[src/hdl/conv_cfg.svh]
`ifndef CONV_CFG_SVH
`define CONV_CFG_SVH

// frame geometry
`define IMAGE_WIDTH 16
`define IMAGE_HEIGHT 16

// pixels, weights and results are all signed 8 bit
`define PIXEL_WIDTH 8

// 3x3 kernel
`define TAP_COUNT 9
`define INDEX_WIDTH 4

// adder tree, leaves must be a power of two
`define MA_TREE_SIZE 16
`define PRODUCT_WIDTH 16
`define SUM_WIDTH 20

// one multiply stage plus log2(tree size) add levels
`define TREE_LATENCY 5

// arithmetic right shift after the bias add
`define OUT_SHIFT 6

`endif

[src/hdl/output_stage.sv]
`timescale 1ns/100ps
`include "conv_cfg.svh"

module output_stage (
  input  logic                                  clock,
  input  logic                                  reset,
  input  logic                                  sum_valid,
  input  logic signed [`SUM_WIDTH-1:0]          sum,
  input  logic signed [`PIXEL_WIDTH-1:0]        bias,
  input  logic                                  relu_enable,
  output logic                                  result_valid,
  output logic signed [`PIXEL_WIDTH-1:0]        result_data
);

  localparam int EXT_W   = `SUM_WIDTH + 1;  // room for the bias add
  localparam int MAX_OUT = 2**(`PIXEL_WIDTH-1) - 1;
  localparam int MIN_OUT = -(2**(`PIXEL_WIDTH-1));

  logic signed [EXT_W-1:0]        biased;
  logic signed [EXT_W-1:0]        scaled;
  logic signed [EXT_W-1:0]        activated;
  logic signed [`PIXEL_WIDTH-1:0] saturated;

  always_comb begin
    biased    = EXT_W'(sum) + EXT_W'(bias);
    scaled    = biased >>> `OUT_SHIFT;
    activated = (relu_enable && scaled < 0) ? '0 : scaled;
    // clamp to signed 8 bit
    if (activated > MAX_OUT) begin
      saturated = `PIXEL_WIDTH'(MAX_OUT);
    end else if (activated < MIN_OUT) begin
      saturated = `PIXEL_WIDTH'(MIN_OUT);
    end else begin
      saturated = activated[`PIXEL_WIDTH-1:0];
    end
  end

  always_ff @(posedge clock or negedge reset) begin
    if (!reset) begin
      result_valid <= 1'b0;
      result_data  <= '0;
    end else begin
      result_valid <= sum_valid;
      if (sum_valid) result_data <= saturated;  // holds between results
    end
  end

  relu_never_negative: assert property (
    @(posedge clock) disable iff (!reset)
    result_valid && $past(relu_enable) |-> !result_data[`PIXEL_WIDTH-1]
  ) else $error("negative result with relu enabled");

endmodule

[config.mk]
export PLATFORM = sky130hd
export DESIGN_NAME = output_stage
export DESIGN_NICKNAME = d
export VERILOG_FILES = /design/src/hdl/output_stage.sv
export VERILOG_INCLUDE_DIRS = /design/src /design/src/hdl
export SDC_FILE = /design/constraint.sdc
export NUM_CORES = 1
export LEC_CHECK = 0
export BUFFER_PORTS_ARGS = -buffer_cell sky130_fd_sc_hd__buf_2
export CORE_MARGIN = 4
export CORE_UTILIZATION = 58
export CTS_BUF_LIST = sky130_fd_sc_hd__clkbuf_4
export DETAILED_ROUTE_END_ITERATION = 7
export PLACE_DENSITY = 0.95
export SETUP_SLACK_MARGIN = 0.05
export SLEW_MARGIN = 25
export SYNTH_ARGS = -nofsm -noshare
export SYNTH_HDL_FRONTEND = slang
export SYNTH_SLANG_ARGS = --single-unit
[constraint.sdc]
create_clock -name clock -period 1.2 [get_ports clock]
set_input_delay 0.18 -clock clock [delete_from_list [all_inputs] [get_ports clock]]
set_output_delay 0.18 -clock clock [all_outputs]
set_load 0.05 [all_outputs]
==> impl_metrics.yaml, run 1 <==
clock_tree:
  hold_buffers: 1
  clockBufferDepth: 2
  cts_root_buf: "clkbuf_4"
  htreeDepth: 1
  cts_resized: 42
  cts_setup_buffers: 6
  numCtsBuffers: 3
  clock-sinks: 9
yosys:
  synth_edf_count: 0
  synth_cell_types: 48
  yosys-top-cells-area: "ha_1, dfrtp_1, a221o_1"
  syn_area_um2: 1360
  synth.largest_area_cell: "ha_1"
  yosys.area.top_type_share_pct: 17.5
  async_flop_share_pct: 100
  yosysMostFrequentCell: "ha_1"
  synth_cells: 155
  synth_common_cells: "ha_1, a21oi_1, nand2_1, dfrtp_1, o21ai_0"
  ys_warn_count: 0
  synth-seq-cells: 9
  synth_fp_nets: 206
  ys.flop_type: "dfrtp_1"
  ys_seq_area_share_pct: 16.6
  syn_avg_cell_area_um2: 8.75
place:
  gp_congestion: 0.916
  dpl-instance-area_um2: 1950
  hpwl_mm: 4.30
  io_buffers: 40
floorplanning:
  fp.dieH_um: 56.4
  initial_utilization_pct: 61.3
  ioPinCount: 41
  rows: 17
  die_width_um: 56.4
run_status:
  status: "aborted with a tool error"
  stop_stage: "clock tree synthesis (4_1_cts)"
  error: "[ERROR DPL-0038] Utilization greater than 100%, impossible to legalize"
## cells by family after synthesis
logic type / Yosys count / share of synthesized area, %
AO/OA/AOI/OAI: 60 / 36.3
multiplexers: 1 / 0.738
flip-flops: 9 / 16.6
XOR/XNOR: 10 / 7.01
adder cells (fa/ha/maj): 19 / 17.5
AND/OR/NAND/NOR: 50 / 20.1
buffers and inverters: 6 / 1.66
## per-stage QoR
step / hold slack, ns / worst slack [ns] / instances
detailed placement: 0.0367 / -1.85 / 263
global placement: 0.0236 / -1.58 / 263
floorplan: -0.116 / -1.30 / 155
==> inputs of run 2 (changes only) <==
Settings changed: CORE_AREA from default to 4 4 65 67, CORE_MARGIN 4 to default, CORE_UTILIZATION 58 to default, CTS_BUF_LIST sky130_fd_sc_hd__clkbuf_4 to default, DIE_AREA from default to 0 0 69 71, PLACE_DENSITY 0.95 to default, PLACE_DENSITY_LB_ADDON from default to 0.15, SETUP_SLACK_MARGIN 0.05 to default.
==> run 2 against run 1 <==
Net effect: synthesized cell count did not move; the flow now finishes, with violations (setup timing); synthesized area is the same.
==> impl_metrics.yaml, run 2 <==
run_status:
  status: "finished with violations"
  violations: "setup timing"
place:
  gp_congestion: 0.847
  hpwl_mm: 3.39
  dpl_worst_slack_ns: -1.71
  place_inst: 287
  io_buffers: 40
yosys:
  yosys.area.top_type_share_pct: 17.5
  yosys-top-cells-area: "ha_1, dfrtp_1, a221o_1"
  syn_area_um2: 1360
  synth.largest_area_cell: "ha_1"
  synth_fp_nets: 206
  synth_top_family_by_area: "compound AO/OA/AOI/OAI gates"
  ys_warn_count: 0
  synth-simple-area-share_pct: 20.1
  syn_avg_cell_area_um2: 8.75
  synth_cell_types: 48
  ys_seq_area_share_pct: 16.6
  async_flop_share_pct: 100
  synth-compound-area-share_pct: 36.3
  synth-seq-cells: 9
  yosysMostFrequentCell: "ha_1"
  synth-adder-area-share_pct: 17.5
  synth_common_cells: "ha_1, a21oi_1, nand2_1, dfrtp_1, o21ai_0"
  synth_edf_count: 0
  synthMuxAreaShare_pct: 0.738
  synth_cells: 155
  ys.flop_type: "dfrtp_1"
  synthXorXnorAreaFrac_pct: 7.01
power:
  power_mw: 1.99
  power.density_nw_per_um2: 927
  peakVddDrop_uv: 311
  leakagePower_nw: 1.05
finish:
  fill_cells: 358
  multi_input_area_um2: 1210
  syn_to_final_growth_pct: 58.3
  layout_commonest_cell: "buf_4"
  drive_gt1_share_pct: 48.4
  antennaDiodeCount: 0
  layout.nets: 298
  largest_register: "result_data"
  largest_reg_flops: 8
  layout_common_cells: "buf_4, buf_2, ha_1"
  fin_cells: 294
  largest_registers: "result_data (8), result_valid (1)"
  register_area_um2: 225
sta:
  finalMaxSlewViolations: 0
  hold_viol: 0
  finalCritPeriodShare_pct: 212
  tns_ns: -9.93
  setup_ws_ns: -1.34
  setup_viol: 8
  fin_worst_skew_ns: 0
  slew_headroom_pct: 71.6
  rsz0062_at_grt: "yes"
  worst_pin_slew_ns: 0.416
  timing.fmax_mhz: 394
  fin_crit_ns: 2.54
clock_tree:
  cts_root_buf: "clkbuf_8"
  insertion_delay_ns: 0.23
  cts_tree: "done"
  htreeDepth: 1
  clkSlewWorstSetupHoldPaths_ns: 0.04
  clockBufferDepth: 2
  numCtsBuffers: 3
  clock-sinks: 9
global_routing:
  grt_pass1_wl_mm: 6.80
  grt_use_total_pct: 16.6
  antenna_found_initial: 0
  grt_max_degree: 11
  grt-ovfl-total: 0
  grt_pass1_vias: 1608
drt:
  routed-via-count: 1582
  first_iter_violations: 73
  drc_errors: 0
  via_per_inst: 5.38
  avgRoutedWirePerCell_um: 13.6
  routed_wl_mm: 3.98
  ant_nets: 0
  drtPass1Iterations: 4
setup_path:
  worstPathArrival_ns: 2.71
  path_class: "in -> reg"
  cp.required_ns: 1.37
  crit_path_end_kind: "flop"
  path_max_fanout: 7
  worst_setup_path_start_kind: "primary input"
floorplanning:
  die_width_um: 69
  ioPinCount: 41
  core-area_um2: 3630
  initial_utilization_pct: 37.3
  rows: 22
  dieArea_um2: 4900
  fp.dieH_um: 71
hold_path:
  hp-class: "in -> reg"
job:
  drv_cap: 0
==> run 2: cell counts after synthesis <==
No cell type changed its count.
==> run 2: cells by family (layout without fill, tap and decap cells) <==
logic type	Yosys count	after routing
flops	9	9
mux	1	1
simple gates	50	50
xor+xnor	10	10
buf+inv	6	97
fa+ha+maj	19	19
compound gates	60	60
==> run 2: path summary, 6_finish.rpt <==
check | from | to | slack [ns] | depth (start not counted)
worst max register to register | result_data[2]$_DFFE_PN0P_ | result_data[2]$_DFFE_PN0P_ | 0.35 | 1
max in group asynchronous | reset | result_data[3]$_DFFE_PN0P_ | 0.71 | 2
worst min register to register | result_data[7]$_DFFE_PN0P_ | result_data[7]$_DFFE_PN0P_ | 0.48 | 1
min in group asynchronous | reset | result_data[6]$_DFFE_PN0P_ | 0.32 | 2
worst min-delay path | sum_valid | result_valid$_DFF_PN0_ | 0.17 | 2
worst max-delay path | sum[1] | result_data[2]$_DFFE_PN0P_ | -1.34 | 11
==> run 2: area by class of cell <==
cell class,count,share of cell area (%)
well taps,48,2.80
flip-flops and latches,9,10.5
clock buffers,4,2.10
multi-input cells,140,56.6
repair buffers,91,27.7
inverters,2,0.350
==> run 2: layer usage <==
metal,global-route usage (%),share of wire [%],up-vias
met2,30.1,53,29
li1,-,-,797
met4,7.16,1.1,0
met5,0,0,-
met1,19.0,42,751
met3,2.84,3.7,5
==> run 2: timing repair <==
| action | in CTS | in global routing |
|---|---|---|
| hold buffers | 1 | 0 |
| setup endpoints to repair | 8 | 8 |
| gates resized for setup | 14 | 5 |
| pin swaps | 17 | 5 |
| endpoints found under the hold margin | 9 | 0 |
| setup buffers | 1 | 1 |
==> run 2: per-stage QoR <==
step / cell area, um^2 / hold slack, ns / utilization [%]
after floorplan: 1400 / -0.116 / -
after global placement: 2010 / 0.0256 / 55.2
after detailed placement: 2010 / 0.0349 / 55.2
after CTS: 2110 / 0.170 / 58.2
after global routing: 2150 / 0.175 / 59.1
final: 2150 / 0.173 / 59.1
==> run 2: worst max-delay path, cell delays in order <==
cell	delay (ns)
buf_6	0.10
ha_4	0.22
a31o_1	0.19
a211o_1	0.35
a2111oi_4	0.36
nor2_2	0.10
a311oi_2	0.35
nand4_1	0.20
o41ai_4	0.32
buf_4	0.20
a221o_1	0.14
==> run 2: where the power goes <==
part / switching (mW) / total, mW / internal (mW)
combinational: 0.702 / 1.26 / 0.561
clock: 0.116 / 0.347 / 0.231
sequential: 0.0259 / 0.381 / 0.355
total: 0.844 / 1.99 / 1.15
Power figures use the tool's default switching activity.
