File: src/hdl/conv_cfg.svh
`ifndef CONV_CFG_SVH
`define CONV_CFG_SVH

// frame geometry
`define IMAGE_WIDTH 16
`define IMAGE_HEIGHT 16

// pixels, weights and results are all signed 8 bit
`define PIXEL_WIDTH 8

// 3x3 kernel
`define TAP_COUNT 9
`define INDEX_WIDTH 4

// adder tree, leaves must be a power of two
`define MA_TREE_SIZE 16
`define PRODUCT_WIDTH 16
`define SUM_WIDTH 20

// one multiply stage plus log2(tree size) add levels
`define TREE_LATENCY 5

// arithmetic right shift after the bias add
`define OUT_SHIFT 6

`endif

File: src/hdl/mult_adder.sv
`timescale 1ns/100ps
`include "conv_cfg.svh"

module mult_adder (
  input  logic                                  clock,
  input  logic                                  reset,
  input  logic                                  window_valid,
  input  logic [`TAP_COUNT*`PIXEL_WIDTH-1:0]    window,
  input  logic [`TAP_COUNT*`PIXEL_WIDTH-1:0]    weights,
  output logic                                  sum_valid,
  output logic signed [`SUM_WIDTH-1:0]          sum
);

  localparam int NODES = `MA_TREE_SIZE - 1;  // registered adders with node 0 as the root
  localparam int EXT   = `SUM_WIDTH - `PRODUCT_WIDTH;

  logic signed [`PRODUCT_WIDTH-1:0] product [`TAP_COUNT];
  logic signed [`SUM_WIDTH-1:0]     node [NODES];
  logic signed [`SUM_WIDTH-1:0]     tree [2*`MA_TREE_SIZE-1];  // adders first, then leaves
  logic [`TREE_LATENCY-1:0]         valid_pipe;
  logic signed [`SUM_WIDTH-1:0]     flat_sum;

  // multiplier bank
  always_ff @(posedge clock or negedge reset) begin
    if (!reset) begin
      product <= '{default: '0};
    end else begin
      for (int i = 0; i < `TAP_COUNT; i++) begin
        product[i] <= $signed(window[i*`PIXEL_WIDTH +: `PIXEL_WIDTH]) *
                      $signed(weights[i*`PIXEL_WIDTH +: `PIXEL_WIDTH]);
      end
    end
  end

  genvar g;
  generate
    for (g = 0; g < NODES; g++) begin : g_node
      assign tree[g] = node[g];
    end
    for (g = 0; g < `MA_TREE_SIZE; g++) begin : g_leaf
      if (g < `TAP_COUNT) begin : g_tap
        assign tree[NODES+g] = {{EXT{product[g][`PRODUCT_WIDTH-1]}}, product[g]};  // sign extend
      end else begin : g_pad
        assign tree[NODES+g] = '0;  // unused leaf
      end
    end
  endgenerate

  // heap layout where the children of k sit at 2k+1 and 2k+2
  always_ff @(posedge clock or negedge reset) begin
    if (!reset) begin
      node <= '{default: '0};
    end else begin
      for (int k = 0; k < NODES; k++) begin
        node[k] <= tree[2*k+1] + tree[2*k+2];
      end
    end
  end

  always_ff @(posedge clock or negedge reset) begin
    if (!reset) begin
      valid_pipe <= '0;
    end else begin
      valid_pipe <= {valid_pipe[`TREE_LATENCY-2:0], window_valid};
    end
  end

  assign sum_valid = valid_pipe[`TREE_LATENCY-1];
  assign sum       = tree[0];

  // plain sum over the taps without the tree
  always_comb begin
    flat_sum = '0;
    for (int i = 0; i < `TAP_COUNT; i++) begin
      flat_sum += `SUM_WIDTH'($signed(window[i*`PIXEL_WIDTH +: `PIXEL_WIDTH])) *
                  `SUM_WIDTH'($signed(weights[i*`PIXEL_WIDTH +: `PIXEL_WIDTH]));
    end
  end

  // the valid pipe must track the data path depth
  sum_valid_latency: assert property (
    @(posedge clock) disable iff (!reset)
    (sum_valid == $past(window_valid, `TREE_LATENCY)) &&
    (!sum_valid || sum == $past(flat_sum, `TREE_LATENCY))
  ) else $error("sum out of step with window_valid");

endmodule

File: config.mk
export PLATFORM = sky130hd
export DESIGN_NAME = mult_adder
export DESIGN_NICKNAME = d
export VERILOG_FILES = /design/src/hdl/mult_adder.sv
export VERILOG_INCLUDE_DIRS = /design/src /design/src/hdl
export SDC_FILE = /design/constraint.sdc
export NUM_CORES = 2
export LEC_CHECK = 0
export BUFFER_PORTS_ARGS = -buffer_cell sky130_fd_sc_hd__clkbuf_2
export CAP_MARGIN = 10
export CORE_UTILIZATION = 45
export DETAILED_ROUTE_END_ITERATION = 10
export GPL_TIMING_DRIVEN = 0
export PLACE_DENSITY_LB_ADDON = 0.15
export SLEW_MARGIN = 5
export SYNTH_ARGS = -nofsm -noshare
export SYNTH_HDL_FRONTEND = slang
export SYNTH_SLANG_ARGS = --single-unit
File: constraint.sdc
create_clock -name clock -period 4.8 [get_ports clock]
set_input_delay 0.48 -clock clock [delete_from_list [all_inputs] [get_ports clock]]
set_output_delay 0.48 -clock clock [all_outputs]
set_load 0.005 [all_outputs]
## After elaboration in Yosys (flattened, before gate mapping)

Index checks and enable logic that the tools add are counted.

| word-level totals | value |
|---|---|
| flip-flop bits (word level) | 345 |
| output and inout bits | 21 |
| logic and storage cells | 38 |
| input port bits | 147 |

| operators by class | value |
|---|---|
| multipliers | 9 |
| add/subtract/negate cells | 8 |

Operators by type and width:

| kind | count |
|---|---|
| multiplier 8 x 8 -> 16 bit | 9 |
| adder 16 x 16 -> 17 bit | 4 |
| adder 17 x 17 -> 18 bit | 2 |
| adder 20 x 16 -> 20 bit | 1 |
| adder 20 bit | 1 |

## Depth between registers and ports, before layout

| depth | value |
|---|---|
| depth after elaboration | 1 |
| depth in mapped cells | 18 |
| mapped depth without buffers | 18 |

## Worst setup path after synthesis

OpenSTA, ideal clock, no wires.

| path | value |
|---|---|
| kind | input to register |
| from | input port window[37] |
| to | register product[79] (netlist bit) |
| path slack | 494 ps |
| stages | 16 |
| path buffers | 0 |
| setup time | 124 ps |
| data arrival time | 4182 ps |
| required time | 4676 ps |
| cell sequence | and2_1 > fa_1 > inv_1 > fa_1 > inv_1 > fa_1 > inv_1 > fa_1 > inv_1 > ha_1 > nor3_1 > o21a_1 > nor3_1 > a2111oi_0 > a21oi_1 > xnor2_1 |

| between the ends | value |
|---|---|
| word-level cells in the longest chain between the ends | 1 |

Ends and longest elaborated chain:

| item | line | text |
|---|---|---|
| start, declared | mult_adder.sv:8 | `` input logic [`TAP_COUNT*`PIXEL_WIDTH-1:0] window, `` |
| multiplier 8 x 8 -> 16 bit | mult_adder.sv:29 | `` product[i] <= $signed(window[i*`PIXEL_WIDTH +: `PIXEL_WIDTH]) * `` |
| end signal, assigned by index | mult_adder.sv:29 |  |
| end, declared | mult_adder.sv:17 | `` logic signed [`PRODUCT_WIDTH-1:0] product [`TAP_COUNT]; `` |

Every way passes these cells.

## Final worst setup path

| path | value |
|---|---|
| from | input port window[29] |
| to | register product[94] (netlist bit) |

Same word-level chain as after synthesis.

==> impl_metrics.sql <==
INSERT INTO impl_metrics (metric_group, metric, value, unit) VALUES
('outcome', 'run_status', 'completed', ''),
('routing', 'detail_route.wl_per_cell', '14.4', 'um'),
('floorplan', 'floorplan.initialDensity', '45.5', '%'),
('synth', 'synth_area_leaders', 'sky130_fd_sc_hd__fa_1 (27%), sky130_fd_sc_hd__dfrtp_1 (23%), sky130_fd_sc_hd__ha_1 (13%)', ''),
('synth', 'syn_inst_count', '3733', ''),
('place', 'dp_cells', '4973', ''),
('timing', 'final.period_utilization', '92.1', '%'),
('power_and_ir_drop', 'power.share.clock', '10.7', '%'),
('timing', 'clock_tree_skew_after_final_layout', '0.0179', 'ns'),
('cts', 'root_buffer_selected_by_cts', 'sky130_fd_sc_hd__clkbuf_16', ''),
('power_and_ir_drop', 'fin_total_pwr', '26.3', 'mW'),
('job', 'drv_cap', '0', ''),
('synth', 'post-synth-top-area-fraction', '27.0', '%'),
('synth', 'synth_area_per_cell', '9.98', 'um^2'),
('final_layout', 'layout_commonest_cell', 'sky130_fd_sc_hd__inv_1', ''),
('global_routing', 'antenna_found_initial', '4', ''),
('worst_setup_path', 'setup.worst_path.start_class', 'primary input', ''),
('final_layout', 'area.sequential', '8580', 'um^2'),
('cts', 'tritoncts', 'built', ''),
('power_and_ir_drop', 'internal-power', '14.3', 'mW'),
('hold_path', 'hold_path_class', 'in2reg', ''),
('routing', 'drt_first_pass_iters', '5', ''),
('global_routing', 'grt-busiest-layer', 'met2', ''),
('synth', 'synth.ff_latch_count', '343', ''),
('routing', 'ant_nets', '0', ''),
('synth', 'synth_top_flop_cell', 'sky130_fd_sc_hd__dfrtp_1', ''),
('global_routing', 'grt_use_total', '18.5', '%'),
('timing', 'timing_hold_violations_final', '0', ''),
('routing', 'remaining_drc_errors', '0', ''),
('cts', 'cts_buffers', '38', ''),
('global_routing', 'grt.met3_usage', '1.67', '%'),
('global_routing', 'met2_usage', '30.8', '%'),
('place', 'placed_area', '39500', 'um^2'),
('routing', 'drt_iter0_drc', '1001', ''),
('place', 'gp_congestion', '0.828', ''),
('synth', 'synth_nets', '4780', ''),
('synth', 'synth.lib_cells_used.distinct', '69', ''),
('timing', 'fin_crit', '4.42', 'ns'),
('worst_setup_path', 'setup.worst_path.class', 'in2reg', ''),
('global_routing', 'grt_overflow', '0', ''),
('synth', 'yosysSeqAreaShare', '23.0', '%'),
('worst_setup_path', 'cp_max_fo', '8', ''),
('global_routing', 'grt_pass1_vias', '25900', ''),
('power_and_ir_drop', 'power.sequential.fraction', '19.7', '%'),
('floorplan', 'row_count', '105', ''),
('power_and_ir_drop', 'vdd_ir_drop_max', '0.000319', 'V'),
('global_routing', 'grt_pass1_wl', '126', 'mm'),
('power_and_ir_drop', 'p_per_area', '646', 'nW/um^2'),
('routing', 'num_vias', '24700', ''),
('routing', 'post_drt_via_cell_ratio', '4.89', ''),
('cts', 'clock_sinks', '343', ''),
('final_layout', 'nFillCells', '7803', ''),
('floorplan', 'die_height', '290', 'um'),
('synth', 'synthArstFlopShare', '100', '%'),
('place', 'numPortBuffers', '167', ''),
('final_layout', 'layout-drive-gt1-share', '7.02', '%'),
('timing', 'maxClockFrequency', '226', 'MHz'),
('final_layout', 'fin_area', '40800', 'um^2'),
('cts', 'clk_path_buf_depth', '3', ''),
('global_routing', 'grt.met1_usage', '26.5', '%'),
('synth', 'total_standard_cell_area_after_synthesis', '37300', 'um^2'),
('synth', 'synthesis.yosys.warnings', '0', ''),
('timing', 'timing_worst_slew_pin_value', '0.789', 'ns'),
('place', 'hpwl', '61.5', 'mm'),
('cts', 'path_clk_slew', '0.06', 'ns'),
('timing', 'finalMaxSlewViolations', '0', ''),
('cts', 'level_count_of_the_clock_h_tree', '2', ''),
('timing', 'grt_setup_unrepaired', 'no', ''),
('cts', 'clk_lat_worst_skew', '0.55', 'ns'),
('power_and_ir_drop', 'switchingPower', '12.0', 'mW'),
('worst_setup_path', 'critical_path_arrival', '4.79', 'ns');
## what timing repair did
action / 4_1_cts / 5_1_grt
setup buffers: 0 / 0
gates resized for setup: 0 / 1
hold buffers: 1 / 0
endpoints found under the hold margin: 63 / 0
endpoints found under the setup margin: 0 / 1
## worst max-delay path, stage by stage
cell and delay [ns]:
sky130_fd_sc_hd__clkbuf_2 0.16, sky130_fd_sc_hd__and2_1 0.21, sky130_fd_sc_hd__fa_1 0.53, sky130_fd_sc_hd__inv_1 0.05
sky130_fd_sc_hd__fa_1 0.53, sky130_fd_sc_hd__inv_1 0.05, sky130_fd_sc_hd__fa_1 0.47, sky130_fd_sc_hd__inv_1 0.04
sky130_fd_sc_hd__fa_1 0.47, sky130_fd_sc_hd__inv_1 0.04, sky130_fd_sc_hd__ha_1 0.31, sky130_fd_sc_hd__o21ai_0 0.11
sky130_fd_sc_hd__a21boi_0 0.25, sky130_fd_sc_hd__o21ai_0 0.11, sky130_fd_sc_hd__nand2b_1 0.15, sky130_fd_sc_hd__a31oi_1 0.14
sky130_fd_sc_hd__o311ai_0 0.67
## power by group through the flow
stage	Sequential [mW]	Combinational, mW	Clock (mW)
after floorplan	4.84	14.4	0
after global placement	5.26	18.4	0
after detailed placement	5.24	18.5	0
after CTS	5.21	18.6	2.92
after global routing	5.30	21.1	3.04
final	5.18	18.3	2.82
## synthesized netlist by cell type, types with 17 or more instances
cell	instances
sky130_fd_sc_hd__nor3_1	37
sky130_fd_sc_hd__nor2_1	121
sky130_fd_sc_hd__dfrtp_1	343
sky130_fd_sc_hd__xor2_1	47
sky130_fd_sc_hd__o21a_1	28
sky130_fd_sc_hd__ha_1	397
sky130_fd_sc_hd__a21oi_1	117
sky130_fd_sc_hd__and2_1	384
sky130_fd_sc_hd__nand2b_1	40
sky130_fd_sc_hd__buf_4	20
sky130_fd_sc_hd__nand2_1	210
sky130_fd_sc_hd__o211ai_1	17
sky130_fd_sc_hd__nand3_1	29
sky130_fd_sc_hd__fa_1	503
sky130_fd_sc_hd__a31oi_1	21
sky130_fd_sc_hd__xnor2_1	194
sky130_fd_sc_hd__nor2b_1	80
sky130_fd_sc_hd__a21o_1	65
sky130_fd_sc_hd__o21ai_0	78
sky130_fd_sc_hd__inv_1	785
## layout make-up
class	instances	share of cell area (%)
sequential	343	21.1
tap	1070	3.28
multi-input combinational	2583	62.7
timing repair buffer	171	2.30
inverter	785	7.23
clock buffer	50	2.59
buffer	22	0.387
clock inverter	19	0.411
## final timing paths
path / slack [ns] / end / start / cells after the start
setup / recovery: 0.38 / product[94] / window[29] / 17
hold / removal: 0.05 / valid_pipe[0] / window_valid / 1
setup reg to reg: 1.97 / sum[16] / node[240] / 10
hold reg to reg: 0.34 / node[189] / node[69] / 0
max in group asynchronous: 2.95 / node[98] / reset / 4
min in group asynchronous: 0.51 / sum[10] / reset / 2
## sequential cells by signal, summed over array words and instances (netlist names)
signal and flops:
node 174, product 144, sum 20, valid_pipe 5
## kinds of logic after synthesis
logic type	after synthesis	synth area share, %
multiplexers	16	0.463
AND/OR/NAND/NOR	974	14.0
adder cells (fa/ha/maj)	900	40.4
buffers and inverters	807	8.33
flip-flops	343	23.0
AO/OA/AOI/OAI	452	8.11
XOR/XNOR	241	5.66
## per-layer routing
metal  vias to the layer above  part of all wire, %
met5                         -                    0
met4                         0                  1.4
met2                       237                   47
li1                      12100                    -
met3                        57                  2.3
met1                     12200                   49
## through the flow
step / utilization (%) / worst slack [ns] / setup TNS (ns)
after floorplan: - / 0.494 / 0
after global placement: 48.1 / -4.09 / -1385.72
after detailed placement: 48.2 / -0.345 / -0.992
after CTS: 49.7 / 0.241 / 0
after global routing: 49.7 / 0.0804 / 0
final: 49.7 / 0.381 / 0
(Power assumes the default switching activity.)
