`src/hdl/conv_cfg.svh`:
```
`ifndef CONV_CFG_SVH
`define CONV_CFG_SVH

// frame geometry
`define IMAGE_WIDTH 16
`define IMAGE_HEIGHT 16

// pixels, weights and results are all signed 8 bit
`define PIXEL_WIDTH 8

// 3x3 kernel
`define TAP_COUNT 9
`define INDEX_WIDTH 4

// adder tree, leaves must be a power of two
`define MA_TREE_SIZE 16
`define PRODUCT_WIDTH 16
`define SUM_WIDTH 20

// one multiply stage plus log2(tree size) add levels
`define TREE_LATENCY 5

// arithmetic right shift after the bias add
`define OUT_SHIFT 6

`endif

```
`src/hdl/conv_pkg.sv`:
```
package conv_pkg;

  // host command opcodes, carried on cmd_op
  typedef enum logic [1:0] {
    op_load_weight = 2'd0,  // weight[cmd_index] <= cmd_data
    op_load_bias   = 2'd1,
    op_set_act     = 2'd2,  // bit 0 of cmd_data selects relu
    op_clear_frame = 2'd3   // restart row and column counters
  } cmd_op_t;

  // window controller states
  typedef enum logic [1:0] {
    st_idle = 2'd0,  // waiting for the first pixel of a frame
    st_fill = 2'd1,  // rows 0 and 1, line buffers still filling
    st_run  = 2'd2   // row 2 onward, windows can complete
  } window_state_t;

endpackage

```
`src/hdl/kernel_store.sv`:
```
`timescale 1ns/100ps
`include "conv_cfg.svh"

module kernel_store (
  input  logic                                  clock,
  input  logic                                  reset,
  input  logic                                  cmd_valid,
  input  conv_pkg::cmd_op_t                     cmd_op,
  input  logic [`INDEX_WIDTH-1:0]               cmd_index,
  input  logic [`PIXEL_WIDTH-1:0]               cmd_data,
  output logic [`TAP_COUNT*`PIXEL_WIDTH-1:0]    weights,
  output logic signed [`PIXEL_WIDTH-1:0]        bias,
  output logic                                  relu_enable,
  output logic                                  frame_clear
);
  import conv_pkg::*;

  always_ff @(posedge clock or negedge reset) begin
    if (!reset) begin
      weights     <= '0;
      bias        <= '0;
      relu_enable <= 1'b0;
      frame_clear <= 1'b0;
    end else begin
      frame_clear <= cmd_valid && (cmd_op == op_clear_frame);  // one cycle pulse
      if (cmd_valid) begin
        case (cmd_op)
          op_load_weight: begin
            if (cmd_index < `TAP_COUNT) begin  // taps 9..15 do not exist
              weights[cmd_index*`PIXEL_WIDTH +: `PIXEL_WIDTH] <= cmd_data;
            end
          end
          op_load_bias:   bias <= cmd_data;
          op_set_act:     relu_enable <= cmd_data[0];
          op_clear_frame: ;  // acts through frame_clear
          default:        ;
        endcase
      end
    end
  end

  // host must only address existing taps
  weight_index_in_range: assert property (
    @(posedge clock) disable iff (!reset)
    cmd_valid && (cmd_op == op_load_weight) |-> cmd_index < `TAP_COUNT
  ) else $error("weight write to tap %0d ignored", cmd_index);

endmodule

```
`config.mk`:
```
export PLATFORM = sky130hd
export DESIGN_NAME = kernel_store
export DESIGN_NICKNAME = d
export VERILOG_FILES = /design/src/hdl/conv_pkg.sv /design/src/hdl/kernel_store.sv
export VERILOG_INCLUDE_DIRS = /design/src /design/src/hdl
export SDC_FILE = /design/constraint.sdc
export NUM_CORES = 1
export LEC_CHECK = 0
export ABC_AREA = 1
export BUFFER_PORTS_ARGS = -buffer_cell sky130_fd_sc_hd__buf_2
export CAP_MARGIN = 20
export CORE_MARGIN = 2
export CORE_UTILIZATION = 35
export CTS_BUF_LIST = sky130_fd_sc_hd__clkbuf_16
export DETAILED_ROUTE_END_ITERATION = 8
export SKIP_CTS_REPAIR_TIMING = 1
export SLEW_MARGIN = 25
export SYNTH_ARGS = -nofsm -noshare
export SYNTH_HDL_FRONTEND = slang
export SYNTH_SLANG_ARGS = --single-unit
```
`constraint.sdc`:
```
create_clock -name clock -period 0.8 [get_ports clock]
set_input_delay 0.04 -clock clock [delete_from_list [all_inputs] [get_ports clock]]
set_output_delay 0.04 -clock clock [all_outputs]
set_load 0.1 [all_outputs]
```
---- Word level (Yosys, flattened, before mapping) ----
Index checks and enable logic that the tools add are counted.
storage, ports and cells
  bits of input ports ..................... 17
  bits in registers ....................... 82
  output and inout bits ................... 82
operators by class
  shift-type cells ........................ 2
  order comparisons ....................... 1
  add/subtract/negate cells ............... 1
  reductions and logical operators ........ 5
  muxes and demuxes ....................... 1
  eq/ne operators ......................... 3
operator list
  cell                                                                     number
  72-bit bitwise mux                                                       1
  8-bit by 34-bit variable shift with 72-bit output, first input constant  1
  8-bit by 34-bit variable part select with 72-bit output                  1
  7-bit negator with 34-bit output                                         1
  2-bit == test, second input constant                                     2
  4-bit < comparator, second input constant                                1
  2-bit AND reduction                                                      2
  3-bit AND reduction                                                      1
  2-bit by 1-bit == test with 1-bit output, second input constant          1
  2-bit zero test                                                          1
  1-bit logical AND                                                        1

---- Longest topological paths before layout ----
Gate-level depths: netlist of run 1.
  depth after elaboration ................. 3
  mapped depth ............................ 12
  mapped depth without buffers ............ 11

---- Worst setup path after synthesis of run 1 ----
No wires, ideal clock.
  path type ............................... in2reg
  from .................................... in cmd_index[0]
  to ...................................... reg weights[0]
  data required time ...................... 0.678 ns
  setup slack ............................. -1.036 ns
  arrival time ............................ 1.714 ns
  cell stages on the path ................. 10
  path buffers ............................ 1
  library setup time ...................... 0.122 ns
  cells stage by stage .................... clkbuf_2 > nor3_1 > ha_1 > bufinv_8 > nand2_4 > nand3b_2 > nor2_4 > nand2_4 > nand2_1 > nand2_1
on the way
  word-level cells in the longest chain between the ends .. 3
  elaborated cells between the ends (all ways) .. 6
  those cells by class .................... add/sub (1); order compare (1); shift (2); mux (1); reduce/logical (1)
ends and longest elaborated chain
  item                                                                                                                          line                RTL
  start, declared                                                                                                               kernel_store.sv:9   input logic [`INDEX_WIDTH-1:0] cmd_index,
  7-bit negator with 34-bit output                                                                                              kernel_store.sv:30  weights[cmd_index*`PIXEL_WIDTH +: `PIXEL_WIDTH] <= cmd_data;
  8-bit by 34-bit variable part select with 72-bit output or 8-bit by 34-bit variable shift with 72-bit output (tied branches)  kernel_store.sv:30
  72-bit bitwise mux                                                                                                            kernel_store.sv:30
  end signal, assigned by index                                                                                                 kernel_store.sv:30
  end, declared                                                                                                                 kernel_store.sv:11  output logic [`TAP_COUNT*`PIXEL_WIDTH-1:0] weights,
Parallel ways exist; a longest one is shown, timed or not.
A chain may end at the register's enable or synchronous reset.

---- Worst setup path after layout of run 1 ----
  from .................................... in cmd_index[2]
  to ...................................... reg weights[6]
Same word-level chain as after synthesis.

==> impl_metrics.csv, run 1 <==
group,metric,value,unit
layout,nFillCells,930,
cts,cts_root_buf,"clkbuf_16",
sta,slew_violations,0,
sta,setup_slack,-0.3153,ns
pwr,swShare,40.19,%
critical_path,path_cells,"buf_8 > nor3_4 > ha_4 > inv_8 > nand2_8 > nand3b_4 > nor2_4 > nand2_4 > nand2_1 > nand2_1",
sta,finClkSkew,0,ns
sta,setup_viol,155,
layout,final_util,67.66,%
place,place_ws,-0.7820,ns
layout,ff_latch_area,2177,um2
global_route,grt_max_degree,83,
place,port_buffers,98,
sta,rsz0062_at_grt,"yes",
synthesis,synthesis.nets,566,
cts,cts_sinks,82,
floorplanning,start_util,36.13,%
critical_path,path_class,"in -> reg",
critical_path,cp_slowest_cell,"ha_4",
global_route,grt_pass1_vias,4305,
synthesis,synth_cell_types,28,
routing,antenna_left,0,
place,gp_congestion,0.9305,
run_status,status,"finished with violations",
synthesis,seq_area_frac_synth,46.90,%
critical_path,cp_common_cell,"nand2_1",
pwr,p_int,9.505,mW
routing,drc,0,
layout,area_delta_synth_final,87.27,%
routing,vias,4362,
synthesis,postSynthAreaPerCell,8.014,um2
floorplanning,die_y,115.8,um
floorplanning,rows,40,
run,maxCapViolations,0,
routing,via_per_inst,4.762,
global_route,overflow,0,
pwr,pwr-share-clk,25.3,%
pwr,leakage,3.807,nW
pwr,comb_power_share,42.7,%
synthesis,synth_seq_cells,82,
synthesis,syn_inst,546,
global_route,antenna_found_initial,0,
critical_path,start_kind,"primary input",
floorplanning,core,12110,um2
critical_path,endpoint_kind,"register",
critical_path,max_stage_delay,0.26,ns
cts,htree_levels,3,
layout,fin_nets,763,
place,dpl.cell_count,859,
sta,period_share,139.4,%
layout,design_area,8194,um2
pwr,seqPwrFrac,32.1,%
layout,drive_gt1_share,57.49,%
routing,first_pass_iters,5,
cts,cts_tree,"yes",
routing,drt_iter0_drc,254,
floorplanning,die_x,115.8,um
global_route,grt_pass1_wl,21.54,mm
cts,clockBufferDepth,2,
floorplanning,ios,99,
pwr,power_density,1939,nW/um2
sta,max_freq,896.6,MHz
critical_path,cp_top_family,"simple AND/OR/NAND/NOR gates",
synthesis,mappedNetlistArea,4375,um2
place,dp_hpwl,9.703,mm
routing,finalWirelength,13.93,mm
critical_path,crit_arrival,1.35,ns
layout,multi_input_area,2397,um2
synthesis,synth_warnings,0,
sta,final_hold_viol_count,0,
cts,cts_buffers,9,
layout,diodes,0,
place,placedInstanceArea,7142,um2
cts,clk_pin_slew,0.06,ns
critical_path,path_max_fanout,8,
run_status,failed_checks,"negative setup slack",
pwr,p_switching,6.388,mW
global_route,track_usage,20.71,%
routing,wl_per_cell,15.20,um
sta,min_period,1.115,ns
floorplanning,die-area,13410,um2
sta,max_slew_margin,68.54,%
layout,layoutNonFillerInstCount,916,
cts,insertion_delay,0.34,ns
critical_path,cp.required,1.03,ns
critical_path,path_buf_inv,2,
sta,worst_slew_pin_slew,0.4719,ns
worst_hold_path,hp-class,"in -> reg",
pwr,ir_drop,1.480,mV
## registers in the layout, summed over array words and instances (netlist names)
register     flops
bias             8
frame_clear      1
weights         72
relu_enable      1
## cells in the final DEF (no fill, tap or decap), types with 7 or more instances in the layout
master / instances
buf_12: 97
buf_2: 11
buf_4: 80
clkbuf_16: 12
dfrtp_2: 73
dfrtp_4: 9
inv_1: 56
nand2_1: 129
nand2_2: 33
nand2_4: 10
nand2_8: 7
nand3_1: 41
nand3_2: 26
nor2_1: 37
nor2_2: 17
nor2_4: 9
nor3_1: 12
o21ai_1: 9
o21bai_1: 31
## cell families after synthesis
logic type | after synthesis | synth area share, %
simple gates | 332 | 35.17
buf+inv | 85 | 9.608
flops | 82 | 46.90
compound gates | 44 | 7.463
fa+ha+maj | 3 | 0.8580
## power groups by stage
stage / combinational [mW] / sequential (mW) / clock, mW
floorplan: 1.16 / 7.82 / 0
global placement: 6.43 / 5.16 / 0
detailed placement: 6.48 / 5.18 / 0
CTS: 6.50 / 5.10 / 4.11
global route: 7.08 / 5.14 / 4.25
finish: 6.78 / 5.10 / 4.02
## through the flow
step / total power, mW / hold slack [ns] / setup TNS [ns]
3_3_place_gp: 11.59 / 0.09186 / -45.53
3_5_place_dp: 11.66 / 0.1033 / -50.21
6_report: 15.89 / 0.04483 / -32.49
2_1_floorplan: 8.986 / -0.2556 / -43.99
5_1_grt: 16.47 / 0.06715 / -39.34
4_1_cts: 15.72 / -0.2676 / -40.71
## routing by layer
| layer | GRT usage, % | share of wire (%) |
|---|---|---|
| met5 | 0 | 0 |
| met1 | 29.27 | 44 |
| met4 | 7.381 | 1.7 |
| met2 | 32.12 | 49 |
| met3 | 3.661 | 4.7 |
## final timing paths
path	depth (start not counted)	slack (ns)	startpoint	endpoint
hold / removal	4	0.04	cmd_op[0]	frame_clear$_DFF_PN0_
setup reg to reg	3	-0.01	bias[3]$_DFFE_PN0P_	bias[3]$_DFFE_PN0P_
setup / recovery	10	-0.32	cmd_index[2]	weights[6]$_DFFE_PN0P_
min in group asynchronous	3	0.23	reset	weights[26]$_DFFE_PN0P_
hold reg to reg	2	0.52	weights[5]$_DFFE_PN0P_	weights[5]$_DFFE_PN0P_
max in group asynchronous	3	0.14	reset	weights[62]$_DFFE_PN0P_
## tightest hold or removal path, cell delays in order
cell and delay (ns):
buf_2 0.11, inv_1 0.06, buf_4 0.10, nor2_1 0.03
## synth_stat cells
| cell type | count | area (um2) |
|---|---|---|
| nand2_2 | 9 | 56.30 |
| nor2_4 | 7 | 78.83 |
| nor2_2 | 2 | 12.51 |
| buf_2 | 7 | 35.03 |
| a21oi_4 | 2 | 32.53 |
| nand3_2 | 2 | 20.02 |
| ha_1 | 3 | 37.54 |
| inv_4 | 2 | 12.51 |
| nand2_8 | 1 | 20.02 |
| clkbuf_2 | 1 | 5.000 |
| nand3_1 | 70 | 350.3 |
| o21ai_2 | 1 | 8.760 |
| nand2_1 | 164 | 615.6 |
| inv_1 | 57 | 214.0 |
| bufinv_8 | 1 | 17.52 |
| buf_6 | 9 | 101.4 |
| o21bai_1 | 32 | 240.2 |
| inv_2 | 5 | 18.77 |
| nand2_4 | 5 | 56.30 |
| nor3_1 | 14 | 70.07 |
| nor2_8 | 1 | 20.02 |
| inv_6 | 1 | 8.760 |
| nor2_1 | 54 | 202.7 |
| nand4_2 | 2 | 25.02 |
| dfrtp_1 | 82 | 2052 |
| nand3b_2 | 1 | 11.26 |
| clkbuf_1 | 2 | 7.510 |
| o21ai_0 | 9 | 45.04 |
## area by class of cell
cell class / count / share of cell area [%]
repair buffers: 202 / 34.14
flip-flops and latches: 82 / 26.57
repair inverters: 3 / 0.3665
clock buffers: 9 / 2.749
inverters: 66 / 3.604
multi-input cells: 379 / 29.26
well taps: 168 / 2.565
clock inverters: 7 / 0.7482
(Power assumes the default switching activity.)
==> run 2, diff against run 1 <==
CELL_PAD_IN_SITES_DETAIL_PLACEMENT = 0   (was default)
CELL_PAD_IN_SITES_GLOBAL_PLACEMENT = 1   (was default)
GPL_TIMING_DRIVEN = 0   (was default)
PLACE_DENSITY_LB_ADDON = 0.1   (was default)
==> impl_metrics.csv, run 2 (same netlist as run 1, synthesis figures left out) <==
group,metric,value,unit
cts,clockBufferDepth,2,
routing,finalWirelength,13.23,mm
layout,nFillCells,1077,
global_route,grt_pass1_wl,20.20,mm
critical_path,path_cells,"clkbuf_16 > nor3_4 > ha_4 > inv_8 > nand2_8 > nand3b_4 > nor2_4 > nand2_4 > nand2_2 > nand2_1",
critical_path,start_kind,"primary input",
layout,multi_input_area,2151,um2
cts,insertion_delay,0.35,ns
sta,max_freq,826.1,MHz
global_route,overflow,0,
place,dp_hpwl,9.405,mm
cts,cts_tree,"yes",
pwr,ir_drop,0.8719,mV
floorplanning,die_x,115.8,um
place,port_buffers,97,
floorplanning,die-area,13410,um2
routing,via_per_inst,4.704,
place,gp_congestion,0.8939,
sta,slew_violations,0,
layout,final_util,58.78,%
sta,final_hold_viol_count,36,
run_status,failed_checks,"negative hold slack, negative setup slack",
global_route,grt_max_degree,48,
routing,vias,3989,
routing,drc,0,
sta,min_period,1.210,ns
sta,finClkSkew,0,ns
critical_path,endpoint_kind,"register",
pwr,leakage,3.335,nW
critical_path,reg2reg_slack,-0.06,ns
critical_path,path_max_fanout,8,
worst_hold_path,hp-class,"in -> async",
layout,top_regs,"weights x72, bias x8",
layout,mostFrequentLayoutCells,"nand2_1 (156), buf_12 (73), dfrtp_2 (73)",
sta,setup_viol,154,
floorplanning,ios,99,
pwr,power,15.41,mW
routing,drt_iter0_drc,180,
layout,top_register,"weights",
routing,wl_per_cell,15.60,um
cts,cts_buffers,9,
layout,fin_nets,695,
critical_path,cp.required,1.05,ns
run_status,status,"finished with violations",
run,maxCapViolations,0,
global_route,track_usage,19.98,%
sta,period_share,151.3,%
cts,cts_sinks,82,
sta,rsz0062_at_grt,"yes",
sta,hold_ws,-0.3540,ns
floorplanning,rows,40,
floorplanning,core,12110,um2
cts,htree_levels,3,
sta,max_slew_margin,67.16,%
layout,diodes,0,
floorplanning,start_util,36.13,%
floorplanning,die_y,115.8,um
sta,setup_slack,-0.4105,ns
routing,first_pass_iters,4,
critical_path,cp_slowest_cell,"ha_4",
layout,area_delta_synth_final,62.71,%
sta,worst_slew_pin_slew,0.4926,ns
routing,antenna_left,0,
place,placedInstanceArea,5449,um2
cts,cts_root_buf,"clkbuf_16",
critical_path,path_class,"in -> reg",
cts,clk_pin_slew,0.06,ns
global_route,grt_pass1_vias,3830,
critical_path,crit_arrival,1.46,ns
layout,final_common_cell,"nand2_1",
place,dpl.cell_count,812,
pwr,power_density,2164,nW/um2
layout,drive_gt1_share,45.88,%
layout,layoutNonFillerInstCount,848,
layout,ff_latch_area,2177,um2
layout,design_area,7119,um2
layout,largest_reg_flops,72,
global_route,antenna_found_initial,0,
critical_path,max_stage_delay,0.28,ns
[run 2: changes by cell type in the layout (fill, tap and decap cells not counted), sizes merged]
| cell | previous run | this run |
|---|---|---|
| buf | 196 | 132 |
| clkinv | 9 | 5 |
| clkbuf | 13 | 11 |
| clkinvlp | 0 | 1 |
| nor2 | 64 | 65 |
[run 2: per-layer routing]
metal  share of wire [%]  wire length [um]  global-route usage [%]  vias to the layer above
li1                    -                 -                       -                     1973
met4                 1.6               208                   7.698                        0
met5                   0                 0                       0                        -
met2                  49              6431                   31.35                      111
met1                  43              5750                   27.72                     1889
met3                 6.3               835                   3.400                       16
[run 2: power by group]
group	internal, mW	total (mW)	switching [mW]
clock network	2.38	4.10	1.72
logic	2.07	6.23	4.16
registers	4.65	5.08	0.428
total	9.10	15.4	6.30
[run 2: layout make-up]
type | instances | share of cell area (%)
sequential | 82 | 30.58
clock inverter | 7 | 0.8612
multi-input combinational | 380 | 30.21
buffer | 19 | 2.707
tap | 168 | 2.953
clock buffer | 9 | 3.163
inverter | 66 | 3.902
timing repair buffer | 117 | 25.62
[run 2: critical path, delay by kind of cell]
kind          cells  cell delay (ns)
fa+ha+maj         1             0.28
buf+inv           2             0.22
simple gates      7             0.92
[run 2: final timing paths]
path / startpoint / endpoint / cells after the start
max: cmd_index[0] / weights[0]$_DFFE_PN0P_ / 10
min: reset / bias[0]$_DFFE_PN0P_ / 1
max reg2reg: weights[59]$_DFFE_PN0P_ / weights[59]$_DFFE_PN0P_ / 4
min reg2reg: weights[19]$_DFFE_PN0P_ / weights[19]$_DFFE_PN0P_ / 2
max in group asynchronous: reset / weights[17]$_DFFE_PN0P_ / 2
min in group clock: cmd_op[0] / frame_clear$_DFF_PN0_ / 3
[run 2: per-stage QoR]
step | worst slack [ns] | hold WS [ns] | setup TNS [ns]
after CTS | -0.5965 | -0.3363 | -63.24
after detailed placement | -0.9587 | 0.03342 | -60.50
final | -0.4105 | -0.3540 | -40.61
after global routing | -0.4837 | -0.3074 | -48.29
after global placement | -1.265 | 0.2986 | -155.16
after floorplan | -0.7666 | -0.2556 | -43.99
==> run 3, diff against run 2 <==
ABC_AREA = 0   (was 1)
==> impl_metrics.csv, run 3 <==
group,metric,value,unit
sta,max_freq,567.1,MHz
layout,area_delta_synth_final,75.38,%
sta,final_hold_viol_count,82,
synthesis,mappedNetlistArea,3613,um2
routing,drc,0,
global_route,grt_pass1_wl,14.97,mm
routing,antenna_left,0,
synthesis,synth_warnings,0,
place,place_ws,-1.535,ns
synthesis,postSynthAreaPerCell,12.72,um2
cts,cts_root_buf,"clkbuf_16",
layout,drive_gt1_share,71.90,%
global_route,grt_max_degree,44,
critical_path,cp.required,1.02,ns
layout,diodes,0,
layout,final_common_cell,"dfrtp_2",
layout,final_util,62.22,%
floorplanning,rows,37,
critical_path,path_class,"in -> reg",
run_status,failed_checks,"negative hold slack, negative setup slack",
critical_path,r2r_end,"bias[7]$_DFFE_PN0P_",
global_route,antenna_found_initial,0,
layout,top_register,"weights",
critical_path,cp_slowest_cell,"or4b_4",
synthesis,synth_top_area_cell,"dfrtp_1",
synthesis,yosys.area.top_type_share,56.79,%
place,port_buffers,96,
global_route,met1_usage,25.69,%
synthesis,seq_area_frac_synth,56.79,%
critical_path,crit_arrival,1.98,ns
cts,htree_levels,3,
synthesis,synth_seq_cells,82,
routing,wl_per_cell,18.48,um
sta,fin_tns_setup,-70.73,ns
pwr,ir_drop,1.056,mV
global_route,track_usage,17.75,%
cts,clk_pin_slew,0.06,ns
synthesis,synth_edf_count,0,
critical_path,worstSetupEndpoint,"weights[24]$_DFFE_PN0P_",
sta,hold_ws,-0.3917,ns
floorplanning,core,10180,um2
place,dp_hpwl,6.486,mm
critical_path,max_stage_delay,0.52,ns
routing,via_per_inst,4.897,
sta,setup_viol,163,
run,maxCapViolations,0,
sta,min_period,1.763,ns
routing,finalWirelength,10.28,mm
sta,period_share,220.4,%
cts,insertion_delay,0.33,ns
floorplanning,start_util,35.48,%
routing,first_pass_iters,4,
place,placedInstanceArea,4536,um2
routing,drt_iter0_drc,93,
critical_path,r2r_cells,2,
floorplanning,ios,99,
synthesis,yosys-top-cells-count,"dfrtp_1 (82), mux2_2 (58), inv_1 (20)",
cts,cts_buffers,9,
synthesis,synthesis.nets,304,
global_route,overflow,0,
synthesis,syn_inst,284,
synthesis,yosysMostFrequentCell,"dfrtp_1",
floorplanning,die_y,105.6,um
global_route,grt_pass1_vias,2639,
routing,vias,2723,
global_route,grtUsageMet3,3.958,%
pwr,power,13.67,mW
global_route,grt.busiest_layer,"met2",
pwr,leakage,3.051,nW
sta,worst_slew_pin_slew,0.5342,ns
global_route,gr-usage-met2,25.99,%
synthesis,async_reset_ff_share,100.0,%
critical_path,reg2reg_slack,-0.17,ns
sta,max_slew_margin,64.39,%
cts,clockBufferDepth,2,
critical_path,timing.rr.start,"bias[7]$_DFFE_PN0P_",
layout,design_area,6337,um2
layout,mostFrequentLayoutCells,"dfrtp_2 (69), buf_12 (65), mux2_2 (45)",
worst_hold_path,hp-class,"in -> async",
cts,cts_sinks,82,
critical_path,start_kind,"primary input",
cts,cts_tree,"yes",
critical_path,path_max_fanout,8,
sta,slew_violations,0,
layout,fin_nets,435,
layout,largest_reg_flops,72,
layout,top_regs,"weights x72, bias x8",
sta,finClkSkew,0,ns
floorplanning,die-area,11150,um2
sta,rsz0062_at_grt,"yes",
sta,setup_slack,-0.9635,ns
layout,layoutNonFillerInstCount,556,
critical_path,startpoint,"cmd_index[3]",
synthesis,yosys_most_used_dff,"dfrtp_1",
run_status,status,"finished with violations",
floorplanning,die_x,105.6,um
pwr,power_density,2157,nW/um2
place,dpl.cell_count,517,
critical_path,path_cells,"clkbuf_16 > inv_6 > ha_4 > or4b_4 > a2111oi_4 > buf_6 > and2_4 > buf_8 > mux2_4",
synthesis,synthTopCellsByArea,"dfrtp_1 (57%), mux2_2 (18%), mux2i_1 (3.3%)",
place,gp_congestion,0.7765,
synthesis,synth_cell_types,32,
critical_path,endpoint_kind,"register",
[run 3: cell families (layout without fill, tap and decap cells)]
family | count (synthesis) | count (layout) | synth area share (%)
DFF | 82 | 82 | 56.79
xor gates and xnor gates | 2 | 2 | 0.4849
adders and majority gates | 3 | 3 | 1.039
and+or+nand+nor | 76 | 76 | 12.29
buffers and inverters | 29 | 165 | 3.220
muxes | 70 | 70 | 21.40
AOI/OAI and AO/OA | 22 | 22 | 4.779
[run 3: worst min-delay path by stage]
stage / slack, ns / cells after the start / endpoint
3_5_place_dp: -0.02 / 1 / bias[0]$_DFFE_PN0P_
5_1_grt: -0.37 / 1 / bias[0]$_DFFE_PN0P_
3_3_place_gp: 0.34 / 2 / frame_clear$_DFF_PN0_
6_report: -0.39 / 1 / bias[0]$_DFFE_PN0P_
2_1_floorplan: -0.26 / 0 / frame_clear$_DFF_PN0_
4_1_cts: -0.38 / 1 / bias[0]$_DFFE_PN0P_
[run 3: cell type report]
| cell class | instances | area [um2] |
|---|---|---|
| Tap cell | 136 | 170.2 |
| Clock buffer | 9 | 225.2 |
| Inverter | 20 | 80.08 |
| Clock inverter | 7 | 116.4 |
| Buffer | 9 | 100.1 |
| Timing Repair Buffer | 120 | 1817 |
| Sequential cell | 82 | 2172 |
| Fill cell | 787 | 3847 |
| Multi-Input combinational cell | 173 | 1657 |
[run 3: critical path: cells and delay by family]
kind	cells	cell delay, ns
adders and majority gates	1	0.15
buffers and inverters	4	0.46
muxes	1	0.29
AOI/OAI and AO/OA	1	0.36
and+or+nand+nor	2	0.67
[run 3: report_power, final]
part / internal [mW] / total, mW / switching, mW
logic: 1.46 / 4.12 / 2.67
registers: 4.50 / 4.78 / 0.284
clock network: 3.05 / 4.76 / 1.71
total: 9.01 / 13.7 / 4.66
[run 3: per-layer routing]
layer / up-vias / wire length, um
li1: 1257 / -
met1: 1385 / 4744
met2: 64 / 4867
met3: 17 / 476
met4: 0 / 187
met5: - / 0
